**src/hdl/gpio_pkg.sv**
```systemverilog
//----------------------------------------
// GPIO shared definitions
// AHB codes, register offsets and the
// address-phase and write-port types
//----------------------------------------

package gpio_pkg;

  localparam int unsigned GPIO_W = 32;             // Pin count and register width

  // AHB transfer types, bit 1 marks an active transfer
  localparam logic [1:0] HTRANS_NONSEQ = 2'b10;
  localparam logic [1:0] HTRANS_SEQ    = 2'b11;

  // AHB transfer sizes
  localparam logic [2:0] HSIZE_BYTE = 3'b000;
  localparam logic [2:0] HSIZE_HALF = 3'b001;
  localparam logic [2:0] HSIZE_WORD = 3'b010;

  // Address bits 10:4 of the control registers
  localparam logic [6:0] REG_DIR_OFS   = 7'h40;    // Offset 0x400
  localparam logic [6:0] REG_IMASK_OFS = 7'h41;    // Offset 0x410

  // Bit positions inside the one-hot register select
  localparam int unsigned SEL_DOUT  = 0;
  localparam int unsigned SEL_DIR   = 1;
  localparam int unsigned SEL_IMASK = 2;

  // Register view of address bits 9:2
  typedef struct packed {
    logic [5:0] word_ofs;                          // Bits 9:4
    logic [1:0] pad;                               // Bits 3:2, not decoded
  } reg_word_t;

  // Address bits 9:2, bit mask for data byte writes or register offset
  typedef union packed {
    logic [7:0] lane_mask;
    reg_word_t  reg_word;
  } data_addr_u;

  // Registered address phase
  typedef struct packed {
    logic       valid;                             // Selected active transfer
    logic       write;
    logic       size_byte;
    logic [1:0] lane;                              // HADDR 1:0
    data_addr_u addr_hi;                           // HADDR 9:2
  } ahb_aphase_t;

  // Write port from the bus front end to the register block
  typedef struct packed {
    logic [2:0]        sel;                        // One-hot register select
    logic [GPIO_W-1:0] be_mask;                    // Per-bit write mask
    logic              en;
  } gpio_wr_t;

endpackage

```
**src/hdl/gpio_ahb_front.sv**
```systemverilog
//----------------------------------------
// GPIO AHB-Lite front end
// Address phase capture, register and
// write mask decode, read data mux
//----------------------------------------

`timescale 1ns/100ps

module gpio_ahb_front (
  input  logic                        HCLK,
  input  logic                        HRESETn,
  input  logic                        HSEL_i,
  input  logic [10:0]                 HADDR_i,
  input  logic                        HWRITE_i,
  input  logic [1:0]                  HTRANS_i,
  input  logic [2:0]                  HSIZE_i,
  input  logic                        HREADY_i,
  input  logic [gpio_pkg::GPIO_W-1:0] dout_i,      // Data Out register
  input  logic [gpio_pkg::GPIO_W-1:0] dir_i,       // Direction register
  input  logic [gpio_pkg::GPIO_W-1:0] imask_i,     // Interrupt Mask register
  input  logic [gpio_pkg::GPIO_W-1:0] pin_i,       // Synchronised pad inputs
  output gpio_pkg::gpio_wr_t          wr_o,
  output logic [gpio_pkg::GPIO_W-1:0] HRDATA_o,
  output logic                        HREADYOUT_o,
  output logic                        HRESP_o
);

  import gpio_pkg::*;

  ahb_aphase_t       aphase_q;                     // Data-phase copy of the address phase
  logic              addr10_q;                     // HADDR 10, data or control space
  logic [3:0]        lanes_nxt;
  logic [3:0]        lanes_q;                      // Active byte lanes
  logic              active;
  logic              sel_dout;
  logic              sel_dir;
  logic              sel_imask;
  logic [GPIO_W-1:0] lane_bits;
  logic [GPIO_W-1:0] data_mask;
  logic [GPIO_W-1:0] be_mask;
  logic [GPIO_W-1:0] rd_word;

  //----------------------------------------
  // Address phase
  //----------------------------------------

  assign active = HSEL_i & ((HTRANS_i == HTRANS_NONSEQ) | (HTRANS_i == HTRANS_SEQ));

  // Byte lanes touched by the transfer, little endian
  always_comb
  begin
    case (HSIZE_i)
      HSIZE_BYTE: lanes_nxt = 4'b0001 << HADDR_i[1:0];
      HSIZE_HALF: lanes_nxt = HADDR_i[1] ? 4'b1100 : 4'b0011;
      HSIZE_WORD: lanes_nxt = 4'b1111;
      default:    lanes_nxt = 4'b1111;              // Wider sizes treated as word
    endcase
  end

  // Held while HREADY is low
  always_ff @(posedge HCLK or negedge HRESETn)
  begin
    if (!HRESETn)
    begin
      aphase_q <= '0;
      addr10_q <= 1'b0;
      lanes_q  <= 4'b0000;
    end
    else if (HREADY_i)
    begin
      aphase_q.valid     <= active;
      aphase_q.write     <= HWRITE_i;
      aphase_q.size_byte <= (HSIZE_i == HSIZE_BYTE);
      aphase_q.lane      <= HADDR_i[1:0];
      aphase_q.addr_hi   <= HADDR_i[9:2];
      addr10_q           <= HADDR_i[10];
      lanes_q            <= lanes_nxt;
    end
  end

  //----------------------------------------
  // Data phase decode
  //----------------------------------------

  assign sel_dout  = ~addr10_q;                    // 0x000 to 0x3FF
  assign sel_dir   = ({addr10_q, aphase_q.addr_hi.reg_word.word_ofs} == REG_DIR_OFS);
  assign sel_imask = ({addr10_q, aphase_q.addr_hi.reg_word.word_ofs} == REG_IMASK_OFS);

  assign lane_bits = {{8{lanes_q[3]}}, {8{lanes_q[2]}}, {8{lanes_q[1]}}, {8{lanes_q[0]}}};

  // Byte access to data space carries its own bit mask in HADDR 9:2
  assign data_mask = aphase_q.size_byte ?
                     ({24'h000000, aphase_q.addr_hi.lane_mask} << {aphase_q.lane, 3'b000}) :
                     lane_bits;

  assign be_mask = sel_dout ? data_mask : lane_bits;

  always_comb
  begin
    wr_o.sel            = 3'b000;
    wr_o.sel[SEL_DOUT]  = sel_dout;
    wr_o.sel[SEL_DIR]   = sel_dir;
    wr_o.sel[SEL_IMASK] = sel_imask;
    wr_o.be_mask        = be_mask;
    wr_o.en             = aphase_q.valid & aphase_q.write & HREADY_i;  // Completes on HREADY
  end

  //----------------------------------------
  // Read data
  //----------------------------------------

  // Data space returns the pad value, output pins show what is driven
  always_comb
  begin
    if (sel_dout)
      rd_word = (pin_i & ~dir_i) | (dout_i & dir_i);
    else if (sel_dir)
      rd_word = dir_i;
    else if (sel_imask)
      rd_word = imask_i;
    else
      rd_word = '0;                                // Unmapped offset
  end

  assign HRDATA_o    = (aphase_q.valid & ~aphase_q.write) ? (rd_word & be_mask) : '0;
  assign HREADYOUT_o = 1'b1;                       // Zero wait state
  assign HRESP_o     = 1'b0;                       // Always OKAY

endmodule

```
**src/hdl/gpio_regs.sv**
```systemverilog
//----------------------------------------
// GPIO control registers
// Data Out, Direction and Interrupt Mask
// with per-bit masked writes
//----------------------------------------

`timescale 1ns/100ps

module gpio_regs (
  input  logic                        HCLK,
  input  logic                        HRESETn,
  input  gpio_pkg::gpio_wr_t          wr_i,
  input  logic [gpio_pkg::GPIO_W-1:0] HWDATA_i,
  output logic [gpio_pkg::GPIO_W-1:0] dout_o,
  output logic [gpio_pkg::GPIO_W-1:0] dir_o,
  output logic [gpio_pkg::GPIO_W-1:0] imask_o
);

  import gpio_pkg::*;

  logic [GPIO_W-1:0] dout_q;                       // Pad output value
  logic [GPIO_W-1:0] dir_q;                        // 1 enables the pad driver
  logic [GPIO_W-1:0] imask_q;                      // 1 lets a pin raise the interrupt
  logic              wr_dout;
  logic              wr_dir;
  logic              wr_imask;

  // New bits where the mask is set, old bits elsewhere
  function automatic logic [GPIO_W-1:0] merge(
    input logic [GPIO_W-1:0] old_val,
    input logic [GPIO_W-1:0] wdata,
    input logic [GPIO_W-1:0] mask
  );
    return (wdata & mask) | (old_val & ~mask);
  endfunction

  //----------------------------------------
  // Write strobes
  //----------------------------------------

  assign wr_dout  = wr_i.en & wr_i.sel[SEL_DOUT];
  assign wr_dir   = wr_i.en & wr_i.sel[SEL_DIR];
  assign wr_imask = wr_i.en & wr_i.sel[SEL_IMASK];

  //----------------------------------------
  // Registers
  //----------------------------------------

  always_ff @(posedge HCLK or negedge HRESETn)
  begin
    if (!HRESETn)
    begin
      dout_q  <= '0;
      dir_q   <= '0;                               // All pins start as inputs
      imask_q <= '0;
    end
    else
    begin
      if (wr_dout)
        dout_q <= merge(dout_q, HWDATA_i, wr_i.be_mask);
      if (wr_dir)
        dir_q <= merge(dir_q, HWDATA_i, wr_i.be_mask);
      if (wr_imask)
        imask_q <= merge(imask_q, HWDATA_i, wr_i.be_mask);
    end
  end

  assign dout_o  = dout_q;
  assign dir_o   = dir_q;
  assign imask_o = imask_q;

endmodule

```
**src/hdl/gpio_input_sync.sv**
```systemverilog
//----------------------------------------
// GPIO input synchroniser
// Two-flop pad sync and one-cycle
// input-change interrupt
//----------------------------------------

`timescale 1ns/100ps

module gpio_input_sync (
  input  logic                        HCLK,
  input  logic                        HRESETn,
  input  logic [gpio_pkg::GPIO_W-1:0] GPIOIN_i,
  input  logic [gpio_pkg::GPIO_W-1:0] dir_i,
  input  logic [gpio_pkg::GPIO_W-1:0] imask_i,
  output logic [gpio_pkg::GPIO_W-1:0] pin_o,
  output logic                        irq_o
);

  import gpio_pkg::*;

  logic [GPIO_W-1:0] sync1_q;                      // First stage, may go metastable
  logic [GPIO_W-1:0] sync2_q;                      // Stable pin value
  logic [GPIO_W-1:0] last_q;                       // Previous stable value
  logic [GPIO_W-1:0] changed;
  logic              irq_nxt;
  logic              irq_q;

  always_ff @(posedge HCLK or negedge HRESETn)
  begin
    if (!HRESETn)
    begin
      sync1_q <= '0;
      sync2_q <= '0;
      last_q  <= '0;
    end
    else
    begin
      sync1_q <= GPIOIN_i;
      sync2_q <= sync1_q;
      last_q  <= sync2_q;
    end
  end

  // Only unmasked input pins count
  assign changed = sync2_q ^ last_q;
  assign irq_nxt = |(changed & imask_i & ~dir_i);

  always_ff @(posedge HCLK or negedge HRESETn)
  begin
    if (!HRESETn)
      irq_q <= 1'b0;
    else
      irq_q <= irq_nxt;                            // One cycle per toggle
  end

  assign pin_o = sync2_q;
  assign irq_o = irq_q;

endmodule

```
**src/hdl/ahb_gpio_top.sv**
```systemverilog
//----------------------------------------
// AHB-Lite GPIO slave, 32 pins
// Bus front end, control registers and
// input synchroniser
//----------------------------------------

`timescale 1ns/100ps

module ahb_gpio_top (
  input  logic                        HCLK,
  input  logic                        HRESETn,
  input  logic                        HSEL_i,
  input  logic [10:0]                 HADDR_i,
  input  logic                        HWRITE_i,
  input  logic [1:0]                  HTRANS_i,
  input  logic [2:0]                  HSIZE_i,
  input  logic [gpio_pkg::GPIO_W-1:0] HWDATA_i,
  input  logic                        HREADY_i,
  output logic                        HREADYOUT_o,
  output logic                        HRESP_o,
  output logic [gpio_pkg::GPIO_W-1:0] HRDATA_o,
  input  logic [gpio_pkg::GPIO_W-1:0] GPIOIN_i,     // From pads
  output logic [gpio_pkg::GPIO_W-1:0] GPIOOUT_o,    // Pad output value
  output logic [gpio_pkg::GPIO_W-1:0] GPIOEN_o,     // Pad driver enable
  output logic                        GPIOINT_o     // Input change interrupt
);

  import gpio_pkg::*;

  gpio_wr_t          wr;                           // Front end to registers
  logic [GPIO_W-1:0] dout;
  logic [GPIO_W-1:0] dir;
  logic [GPIO_W-1:0] imask;
  logic [GPIO_W-1:0] pin;                          // Synchronised inputs

  gpio_ahb_front u_front (
    .HCLK        (HCLK),
    .HRESETn     (HRESETn),
    .HSEL_i      (HSEL_i),
    .HADDR_i     (HADDR_i),
    .HWRITE_i    (HWRITE_i),
    .HTRANS_i    (HTRANS_i),
    .HSIZE_i     (HSIZE_i),
    .HREADY_i    (HREADY_i),
    .dout_i      (dout),
    .dir_i       (dir),
    .imask_i     (imask),
    .pin_i       (pin),
    .wr_o        (wr),
    .HRDATA_o    (HRDATA_o),
    .HREADYOUT_o (HREADYOUT_o),
    .HRESP_o     (HRESP_o)
  );

  gpio_regs u_regs (
    .HCLK     (HCLK),
    .HRESETn  (HRESETn),
    .wr_i     (wr),
    .HWDATA_i (HWDATA_i),
    .dout_o   (dout),
    .dir_o    (dir),
    .imask_o  (imask)
  );

  gpio_input_sync u_sync (
    .HCLK     (HCLK),
    .HRESETn  (HRESETn),
    .GPIOIN_i (GPIOIN_i),
    .dir_i    (dir),
    .imask_i  (imask),
    .pin_o    (pin),
    .irq_o    (GPIOINT_o)
  );

  assign GPIOOUT_o = dout;
  assign GPIOEN_o  = dir;

endmodule

```
**config.mk**
```make
export PLATFORM = sky130hd
export DESIGN_NAME = ahb_gpio_top
export DESIGN_NICKNAME = d
export VERILOG_FILES = /design/src/hdl/gpio_pkg.sv /design/src/hdl/gpio_ahb_front.sv /design/src/hdl/gpio_regs.sv /design/src/hdl/gpio_input_sync.sv /design/src/hdl/ahb_gpio_top.sv
export SDC_FILE = /design/constraint.sdc
export NUM_CORES = 1
export LEC_CHECK = 0
export ABC_AREA = 0
export BUFFER_PORTS_ARGS = -buffer_cell sky130_fd_sc_hd__buf_2
export CAP_MARGIN = 20
export CORE_AREA = 2 2 146 148
export DETAILED_ROUTE_END_ITERATION = 12
export DIE_AREA = 0 0 148 150
export PLACE_DENSITY = 0.63
export SYNTH_ARGS = -nofsm -noshare
export SYNTH_HDL_FRONTEND = slang
export SYNTH_SLANG_ARGS = --single-unit
```
**constraint.sdc**
```tcl
create_clock -name HCLK -period 2.2 [get_ports HCLK]
set_input_delay 0.22 -clock HCLK [delete_from_list [all_inputs] [get_ports HCLK]]
set_output_delay 0.22 -clock HCLK [all_outputs]
set_load 0.01 [all_outputs]
```
==> results of run 1 <==
[cells by family (layout without fill, tap and decap cells)]
family / Yosys count / after routing / share of synthesized area, %
flip-flops: 211 / 211 / 57.7
multiplexers: 172 / 172 / 20.3
AND/OR/NAND/NOR: 140 / 140 / 8.31
AO/OA/AOI/OAI: 90 / 90 / 7.92
buffers and inverters: 57 / 377 / 2.65
XOR/XNOR: 32 / 32 / 3.06
other: 2 / 3 / 0.0821
[path summary, 6_finish.rpt]
check / to / slack (ns) / depth (start not counted)
max in group asynchronous: u_sync.sync1_q[3] / 1.31 / 3
worst min-delay path: u_front.aphase_q[8] / 0.03 / 2
worst max-delay path: HRDATA_o[25] / -0.29 / 8
worst max register to register: flip-flop / -0.10 / 10
worst min register to register: u_sync.pin_o[3] / 0.34 / 0
min in group asynchronous: async pin / 0.22 / 2
[metal layers]
layer	global-route usage, %	wire length [um]
met1	31.8	11500
met2	38.2	12300
met3	3.69	1210
met4	6.38	493
met5	0	0
[cell usage in the layout (no fill, tap or decap), types with 2 or more instances in the layout]
master	count
dfrtp_1	209
buf_2	178
dlygate4sd3_1	78
mux2_2	76
nor2_1	69
mux2i_1	64
buf_4	36
o22a_1	32
xnor2_1	32
mux2_4	32
nor3_2	30
a22oi_1	26
clkbuf_16	25
inv_1	19
nand2b_1	17
o32ai_1	16
buf_6	12
buf_12	7
a22oi_2	6
clkbuf_1	6
nor4_4	5
clkinv_2	5
clkbuf_8	5
nor4_1	4
a31oi_1	4
o21ai_0	3
buf_8	3
nor3_1	2
and4bb_2	2
nand3_1	2
conb_1	2
clkinvlp_4	2
dfrtp_2	2
[cell usage after synthesis, drive strengths merged (2+ instances only)]
cell type    n  area (um^2)
a22oi       32          240
a31oi        4         25.0
and4bb       2         25.0
buf         20          104
clkbuf      18         67.6
conb         2         7.51
dfrtp      211         5280
inv         19         71.3
mux2       108         1220
mux2i       64          641
nand2b      18          113
nand3        2         10.0
nor2        69          259
nor3        32          160
nor4         9          116
o21ai        3         15.0
o22a        32          280
o32ai       16          140
xnor2       32          280
[per-stage QoR]
| step | power (mW) | worst slack, ns | util [%] |
|---|---|---|---|
| finish | 9.93 | -0.293 | 61.4 |
| global route | 10.3 | -0.403 | 61.4 |
| CTS | 9.98 | -0.284 | 60.2 |
| detailed placement | 6.00 | 0.0412 | 51.4 |
| global placement | 5.96 | 0.125 | 51.4 |
| floorplan | 5.27 | 0.202 | - |
[layout make-up]
class	count	area, um^2
Tap cell	275	344
Antenna cell	1	2.50
Inverter	19	71.3
Multi-Input combinational cell	436	3950
Sequential cell	211	5280
Clock inverter	7	40.0
Clock buffer	36	717
Fill cell	1624	8000
Timing Repair Buffer	315	2290
[what timing repair did]
action                                  in CTS  in global routing
cloned                                       1                  1
hold buffers                                78                  0
pin swaps                                   34                 17
endpoints found under the setup margin      32                 63
setup buffers                                7                  4
endpoints found under the hold margin      186                  0
resized for setup                           46                 50
[worst max-delay path, delay by kind of cell, from the launching register on]
kind	cells	cell delay, ns
buffers and inverters	4	0.58
and+or+nand+nor	3	0.57
DFF	1	0.41
AOI/OAI and AO/OA	1	0.20
[power by group]
part	switching, mW	leakage, nW	internal (mW)
logic	0.760	2.88	0.780
registers	0.314	2.63	4.25
clock network	1.58	0.371	2.24
total	2.65	5.88	7.27
==> results by group, run 1 <==
Yosys
  – Post-synthesis cell count: 704
  – Syn avg cell area: 13.0 um^2
  – Number of synthesized flops with an enable pin: 0
  – YS warnings: 0
  – Sequential element share of the synthesized area: 57.7%
  – Cell variety after synth: 34
  – Synth Register Bits: 211
  – Mapped Area: 0.00915 mm^2
  – Top_reg_cell synth: dfrtp_1
  – Synth Net Count: ~790
  – Ys async rst share: between 90% and 100%

Setup path
  – Cell mode on critical path: buf_6
  – CP required: 1.98 ns
  – Slowest Stage Delay on Critical Path: a little over 0.4 ns
  – CP Class: flip-flop to output port
  – CP max FO: 7
  – Crit-path slowest cell: dfrtp_1
  – Startpoint types: flip-flop
  – CP arrival: 2.27 ns
  – Cells along the critical path: nor4_4 > nand3b_1 > buf_6 > buf_12 > buf_6 > o22a_1 > nor3_1 > buf_2
  – Reg2Reg Launch Point: u_front.aphase_q[5]
  – Crit path from: u_front.aphase_q[5]
  – Worst setup EP type: output port

STA
  – Count of pins over their slew limit: 0
  – Clock Skew: 0.0119 ns
  – Least-Margin Pin Slew: 0.634 ns
  – Worst hold slack: 0.0331 ns
  – F_max: 0.401 GHz
  – Tmin final: approximately 2.5 ns
  – Final worst slack: -0.293 ns
  – Slew HR: 57.8%
  – Final TNS setup: -8.69 ns
  – Final setup vio count: 48
  – Final period utilization: 113%
  – Unrepaired setup endpoints after global routing: true
  – Final hold vios: 0

Floorplanning
  – Die ar.: 0.0222 mm^2
  – Core box area: a little over 0.02 mm^2
  – IO Count: 184
  – Initial Util: 44.2%
  – Die H: 150 um
  – Row count: 53
  – Chip width: 148 um

Power
  – Power Dens Cells: ~780 mW/mm^2
  – Leakage: around 6 nW
  – VDD IR-drop max: 0.000740 V

Cells and area
  – Final nets: 1092
  – Post-Layout Cell Count: 1300
  – Layout cell share with drive strength beyond 1: a little over two fifths
  – Final instance area: between 0.01 and 0.015 mm^2
  – Layout Area Growth over Synthesis: 38.7%

Status
  – Violated checks: negative setup slack
  – Outcome: finished, violations left

Detailed routing
  – Drt first pass iters: 4
  – Drt drc: 0
  – Final WL: ~26000 um
  – Via/cell ratio: 5.20
  – ANT nets after route: 0
  – Total number of vias: 6765
  – Drt first-iter violations: ~250
  – Routed WL per cell: 19.6 um

Hold path
  – Worst hold path class: input port to flip-flop
  – Hold path start: HADDR_i[0]

Clocking
  – CTS Buf Count: 24
  – Clock-pin slew on the worst setup and hold paths: 0.06 ns
  – Largest buffer count on any clock path: 3
  – Clock Latency Late Sink: 0.52 ns
  – CTS H-tree lvls: 1
  – Clock sinks: around 210
  – CTS tree: built
  – CTS Root Cell: clkbuf_16

Global routing
  – Gr usage total: 23.1%
  – Vias in the first global route: 7104
  – Pin count of the biggest net entering global routing: 59
  – Global route overflow: 0
  – First-pass GRT wire length: 39700 um
  – Number of antenna violations at the first check in global routing: 1

Place
  – Post-DP HPWL: around 17000 um
  – I/O Buffers: 180
  – Placed Cells: 1165
  – GP Congestion: between 0.8 and 0.9
  – Placed Area: 0.0106 mm^2

Flow run
  – Max-Cap Viols: 0
Note: power is estimated with default switching activity, not from simulation.
==> run 2, diff against run 1 <==
--- a/config.mk
+++ b/config.mk
@@ -7,11 +7,11 @@
 export LEC_CHECK = 0
 export ABC_AREA = 0
 export BUFFER_PORTS_ARGS = -buffer_cell sky130_fd_sc_hd__buf_2
-export CAP_MARGIN = 20
-export CORE_AREA = 2 2 146 148
+export CAP_MARGIN = 5
+export CORE_AREA = 2 2 178 180
 export DETAILED_ROUTE_END_ITERATION = 12
-export DIE_AREA = 0 0 148 150
-export PLACE_DENSITY = 0.63
+export DIE_AREA = 0 0 180 182
+export PLACE_DENSITY = 0.44
 export SYNTH_ARGS = -nofsm -noshare
 export SYNTH_HDL_FRONTEND = slang
 export SYNTH_SLANG_ARGS = --single-unit
==> results by group, run 2 (synthesis results as in run 1) <==
Place
  – GP Congestion: 0.775
  – DP Worst Slack: -0.00285 ns
  – I/O Buffers: 180
  – Post-DP HPWL: around 19000 um

Detailed routing
  – Drt first pass iters: 5
  – ANT nets after route: 0
  – Drt first-iter violations: 296
  – Routed WL per cell: 20.1 um
  – Total number of vias: 6710
  – Drt drc: 0
  – Final WL: 28700 um
  – Via/cell ratio: 4.69

Hold path
  – Hold path endpoint: u_front.aphase_q[10]
  – Worst hold path class: input port to flip-flop
  – Hold Crit Depth: 3
  – Hold path start: HSIZE_i[0]

Floorplanning
  – Die H: 182 um
  – Die ar.: 0.0328 mm^2
  – IO Count: about 180
  – Chip width: 180 um
  – Core box area: about 0.031 mm^2
  – Row count: between 60 and 70
  – Initial Util: 29.5%

Global routing
  – GRT met3 Usage: 3.75%
  – Gr usage total: 17.5%
  – Number of antenna violations at the first check in global routing: 1
  – Vias in the first global route: 7193
  – GRT met2 Usage: 28.7%
  – Pin count of the biggest net entering global routing: 67
  – GRT busiest layer: met2
  – Met1 GRT Util: approximately a quarter
  – First-pass GRT wire length: between 40000 and 50000 um
  – Global route overflow: 0

STA
  – Final setup vio count: 44
  – Final worst slack: -0.273 ns
  – Final period utilization: 112%
  – Count of pins over their slew limit: 0
  – Final hold vios: 0
  – F_max: 0.404 GHz
  – Slew HR: 58.4%
  – Clock Skew: approximately 0.021 ns
  – Final TNS setup: -7.10 ns
  – Worst hold slack: between 0.05 and 0.06 ns
  – Tmin final: 2.47 ns
  – Least-Margin Pin Slew: 0.623 ns
  – Unrepaired setup endpoints after global routing: true

Clocking
  – CTS Root Cell: clkbuf_16
  – CTS Buf Count: 28
  – CTS H-tree lvls: 1
  – Clock sinks: between 200 and 250
  – Clock Latency Late Sink: 0.55 ns
  – Largest buffer count on any clock path: 3
  – Clock-pin slew on the worst setup and hold paths: about 0.060 ns
  – CTS tree: built

Cells and area
  – Final nets: 1096
  – Layout Area Growth over Synthesis: 42.7%
  – Commonest non-fill, non-tap cells in the layout: 209 x dfrtp_1, 177 x buf_2, 79 x dlygate4sd3_1, 76 x mux2_2, 69 x nor2_1
  – Most common cell after layout, fill and taps aside: dfrtp_1
  – Layout cell share with drive strength beyond 1: a little over two fifths

Status
  – Violated checks: negative setup slack
  – Outcome: finished, violations left

Power
  – Leakage: 5.99 nW
  – Tot Pwr: approximately 11 mW
  – VDD IR-drop max: 0.000616 V
  – Power Dens Cells: 816 mW/mm^2

Setup path
  – CP arrival: roughly 2.3 ns
  – CP max FO: 5
  – Worst setup EP type: output port
  – R2R cell count: 9
  – Startpoint types: flip-flop
  – CP required: between 1.5 and 2 ns
  – CP Class: flip-flop to output port
  – Reg2Reg Launch Point: u_front.aphase_q[5]
  – Flop2flop setup slack: -0.02 ns

Flow run
  – Max-Cap Viols: 0
-- run 2: critical path: stages, from the launching register on --
cell and delay, ns:
dfrtp_1 0.40, nor4_4 0.30, nand3b_1 0.12, buf_6 0.18
buf_12 0.14, o22a_1 0.20, nor3_2 0.11, buf_4 0.15
buf_6 0.10
-- run 2: worst max path at each step --
stage,to,cells after the start,startpoint
CTS,HRDATA_o[2],8,u_front.aphase_q[7]
finish,HRDATA_o[10],8,u_front.aphase_q[5]
floorplan,flip-flop,5,u_front.aphase_q[5]
detailed placement,flip-flop,6,u_front.aphase_q[5]
global route,HRDATA_o[17],7,u_front.aphase_q[5]
global placement,flip-flop,6,u_front.aphase_q[5]
-- run 2: repair_timing --
| action | CTS | global route |
|---|---|---|
| pin swaps | 40 | 17 |
| hold buffers | 79 | 0 |
| hold endpoints to repair | 202 | 0 |
| setup buffers | 4 | 1 |
| resized for setup | 62 | 19 |
| setup endpoints to repair | 41 | 64 |
| gates cloned | 2 | 1 |
-- run 2: metal layers --
metal / share of wire (%) / wire (um)
met1: 46 / 13100
met2: 47 / 13500
met3: 5.9 / 1710
met4: 1.2 / 356
met5: 0 / 0
-- run 2: stage by stage --
step,area [um^2],std cells,util [%]
3_5_place_dp,10900,1297,35.2
2_1_floorplan,9150,704,-
5_1_grt,13100,1431,42.1
3_3_place_gp,10900,1297,35.2
6_report,13100,1431,42.1
4_1_cts,13000,1429,41.9
-- run 2: where the power goes --
part / leakage [nW] / switching, mW / internal (mW)
logic: 2.91 / 0.785 / 0.795
registers: 2.63 / 0.304 / 4.25
clock network: 0.458 / 1.68 / 2.84
-- run 2: final cells by class --
class / count / area, um^2
antenna: 1 / 2.50
clock buffer: 41 / 841
clock inverter: 6 / 80.1
fill: 2978 / 17900
inverter: 19 / 71.3
multi-input combinational: 436 / 3930
sequential: 211 / 5280
tap: 402 / 503
timing repair buffer: 315 / 2350
==> run 3, diff against run 2 <==
--- a/config.mk
+++ b/config.mk
@@ -6,11 +6,12 @@
 export NUM_CORES = 1
 export LEC_CHECK = 0
 export ABC_AREA = 0
-export BUFFER_PORTS_ARGS = -buffer_cell sky130_fd_sc_hd__buf_2
+export BUFFER_PORTS_ARGS = -buffer_cell sky130_fd_sc_hd__buf_4
 export CAP_MARGIN = 5
 export CORE_AREA = 2 2 178 180
 export DETAILED_ROUTE_END_ITERATION = 12
 export DIE_AREA = 0 0 180 182
+export GPL_TIMING_DRIVEN = 0
 export PLACE_DENSITY = 0.44
 export SYNTH_ARGS = -nofsm -noshare
 export SYNTH_HDL_FRONTEND = slang
==> results by group, run 3 (synthesis results as in run 1) <==
Status
  – Outcome: finished, violations left
  – Violated checks: negative setup slack

Detailed routing
  – Routed WL per cell: 21.0 um
  – Total number of vias: around 6800
  – Drt first-iter violations: about 340
  – Drt first pass iters: 4
  – Final WL: around 30000 um
  – ANT nets after route: 0
  – Drt drc: 0
  – Via/cell ratio: 4.77

Cells and area
  – Filler cells: roughly 3000
  – Layout cell share with drive strength beyond 1: 43.4%
  – Commonest non-fill, non-tap cells in the layout: 206 x dfrtp_1, 195 x buf_4, 97 x mux2_2, 79 x dlygate4sd3_1, 69 x nor2_1
  – Layout Area Growth over Synthesis: 46.5%
  – Final instance area: 0.0134 mm^2
  – Most common cell after layout, fill and taps aside: dfrtp_1
  – Final nets: 1097

STA
  – Unrepaired setup endpoints after global routing: true
  – Least-Margin Pin Slew: 0.833 ns
  – Final worst slack: -0.356 ns
  – Final setup vio count: 32
  – Count of pins over their slew limit: 0
  – Slew HR: 44.5%
  – F_max: 0.391 GHz
  – Tmin final: 2.56 ns
  – Clock Skew: 0.0117 ns
  – Final hold vios: 0
  – Final period utilization: 116%

Floorplanning
  – Initial Util: 29.5%
  – Row count: 65
  – IO Count: 184
  – Die H: between 150 and 200 um
  – Die ar.: ~0.033 mm^2
  – Core box area: 0.0310 mm^2
  – Chip width: 180 um

Clocking
  – Clock sinks: 211
  – CTS Root Cell: clkbuf_16
  – Clock Latency Late Sink: 0.53 ns
  – Largest buffer count on any clock path: 3
  – CTS tree: built
  – Clock-pin slew on the worst setup and hold paths: 0.06 ns
  – CTS Buf Count: 26
  – CTS H-tree lvls: 1

Place
  – Post-DP HPWL: between 15000 and 20000 um
  – I/O Buffers: 179
  – Placed Area: 0.0110 mm^2
  – DP Worst Slack: -0.513 ns
  – GP Congestion: 0.748

Power
  – Power Dens Cells: 784 mW/mm^2
  – Leakage: 5.96 nW
  – VDD IR-drop max: 0.000526 V

Global routing
  – Pin count of the biggest net entering global routing: approximately 110
  – Global route overflow: 0
  – Number of antenna violations at the first check in global routing: 1
  – Gr usage total: 18.2%
  – Vias in the first global route: 7240
  – First-pass GRT wire length: 45700 um

Setup path
  – R2R cell count: 7
  – CP required: 1.98 ns
  – CP Class: flip-flop to output port
  – Startpoint types: flip-flop
  – Worst setup EP type: output port
  – CP arrival: 2.34 ns
  – CP max FO: 7

Hold path
  – Worst hold path class: input port to flip-flop
  – Hold Crit Depth: 3

Flow run
  – Max-Cap Viols: 0
==> run 3: changes by cell type in the layout (fill, tap and decap cells not counted), moves of 4 or more <==
| cell | previous run | this run |
|---|---|---|
| buf_6 | 7 | 13 |
| a22oi_1 | 31 | 4 |
| mux2_4 | 32 | 8 |
| a22oi_2 | 1 | 28 |
| buf_4 | 36 | 195 |
| clkbuf_2 | 0 | 4 |
| mux2_2 | 76 | 97 |
| buf_12 | 12 | 3 |
| clkbuf_1 | 5 | 18 |
| buf_2 | 177 | 5 |
==> run 3: per-stage QoR <==
| stage | setup TNS [ns] | total power [mW] | std cells | utilization [%] | hold WS (ns) |
|---|---|---|---|---|---|
| floorplan | 0 | 5.27 | 704 | - | -0.0756 |
| global placement | -192.11 | 6.19 | 1285 | 35.5 | 0.330 |
| detailed placement | -25.67 | 6.20 | 1286 | 35.6 | 0.330 |
| CTS | -9.70 | 10.6 | 1425 | 42.9 | 0.0354 |
| global route | -11.53 | 11.0 | 1432 | 43.3 | 0.0667 |
| finish | -9.18 | 10.5 | 1432 | 43.3 | 0.0573 |
==> run 3: final cells by class <==
type	instances	area (um^2)	area share, %
repair buffers	281	2400	17.9
plain buffers	37	312	2.32
inverters	19	71.3	0.532
clock inverters	3	40.0	0.299
multi-input cells	436	4010	29.9
clock buffers	42	782	5.83
flip-flops and latches	211	5290	39.4
well taps	402	503	3.75
diodes	1	2.50	0.0187
==> run 3: repair_timing <==
item                       4_1_cts  5_1_grt
gates cloned                     3        1
pin swaps                       40       29
setup buffers                   13        6
setup endpoints to repair      107       77
hold endpoints to repair       244        0
resized for setup              108       25
hold buffers                    79        0
==> run 3: worst max-delay path, stage by stage (launching register included) <==
cell	delay, ns
dfrtp_2	0.43
nor4_4	0.29
nand3b_1	0.16
buf_6	0.20
clkbuf_16	0.17
o22a_1	0.23
nor3_4	0.19
buf_6	0.14
==> run 3: power by group <==
| group | internal (mW) | switching (mW) |
|---|---|---|
| logic | 0.957 | 0.839 |
| clock network | 2.52 | 1.63 |
| registers | 4.25 | 0.323 |
==> run 3: routing by layer <==
metal | part of all wire, % | wire length, um | track usage, % | vias up
met5 | 0 | 0 | 0 | -
met4 | 2.5 | 767 | 5.14 | 0
met1 | 46 | 13900 | 25.4 | 3457
met2 | 46 | 13700 | 28.6 | 169
li1 | - | - | - | 3157
met3 | 5.7 | 1730 | 3.73 | 44
==> run 3: path summary, 6_finish.rpt <==
path	slack, ns	start	endpoint
min reg2reg	0.34	u_sync.sync1_q[0]	u_sync.pin_o[0]
max in group asynchronous	0.81	HRESETn	u_sync.pin_o[12]
min in group asynchronous	0.32	HRESETn	u_sync.sync1_q[21]
min	0.06	HSIZE_i[0]	u_front.lanes_q[1]
max	-0.36	u_front.aphase_q[5]	HRDATA_o[10]
max reg2reg	0.01	u_front.aphase_q[5]	flip-flop
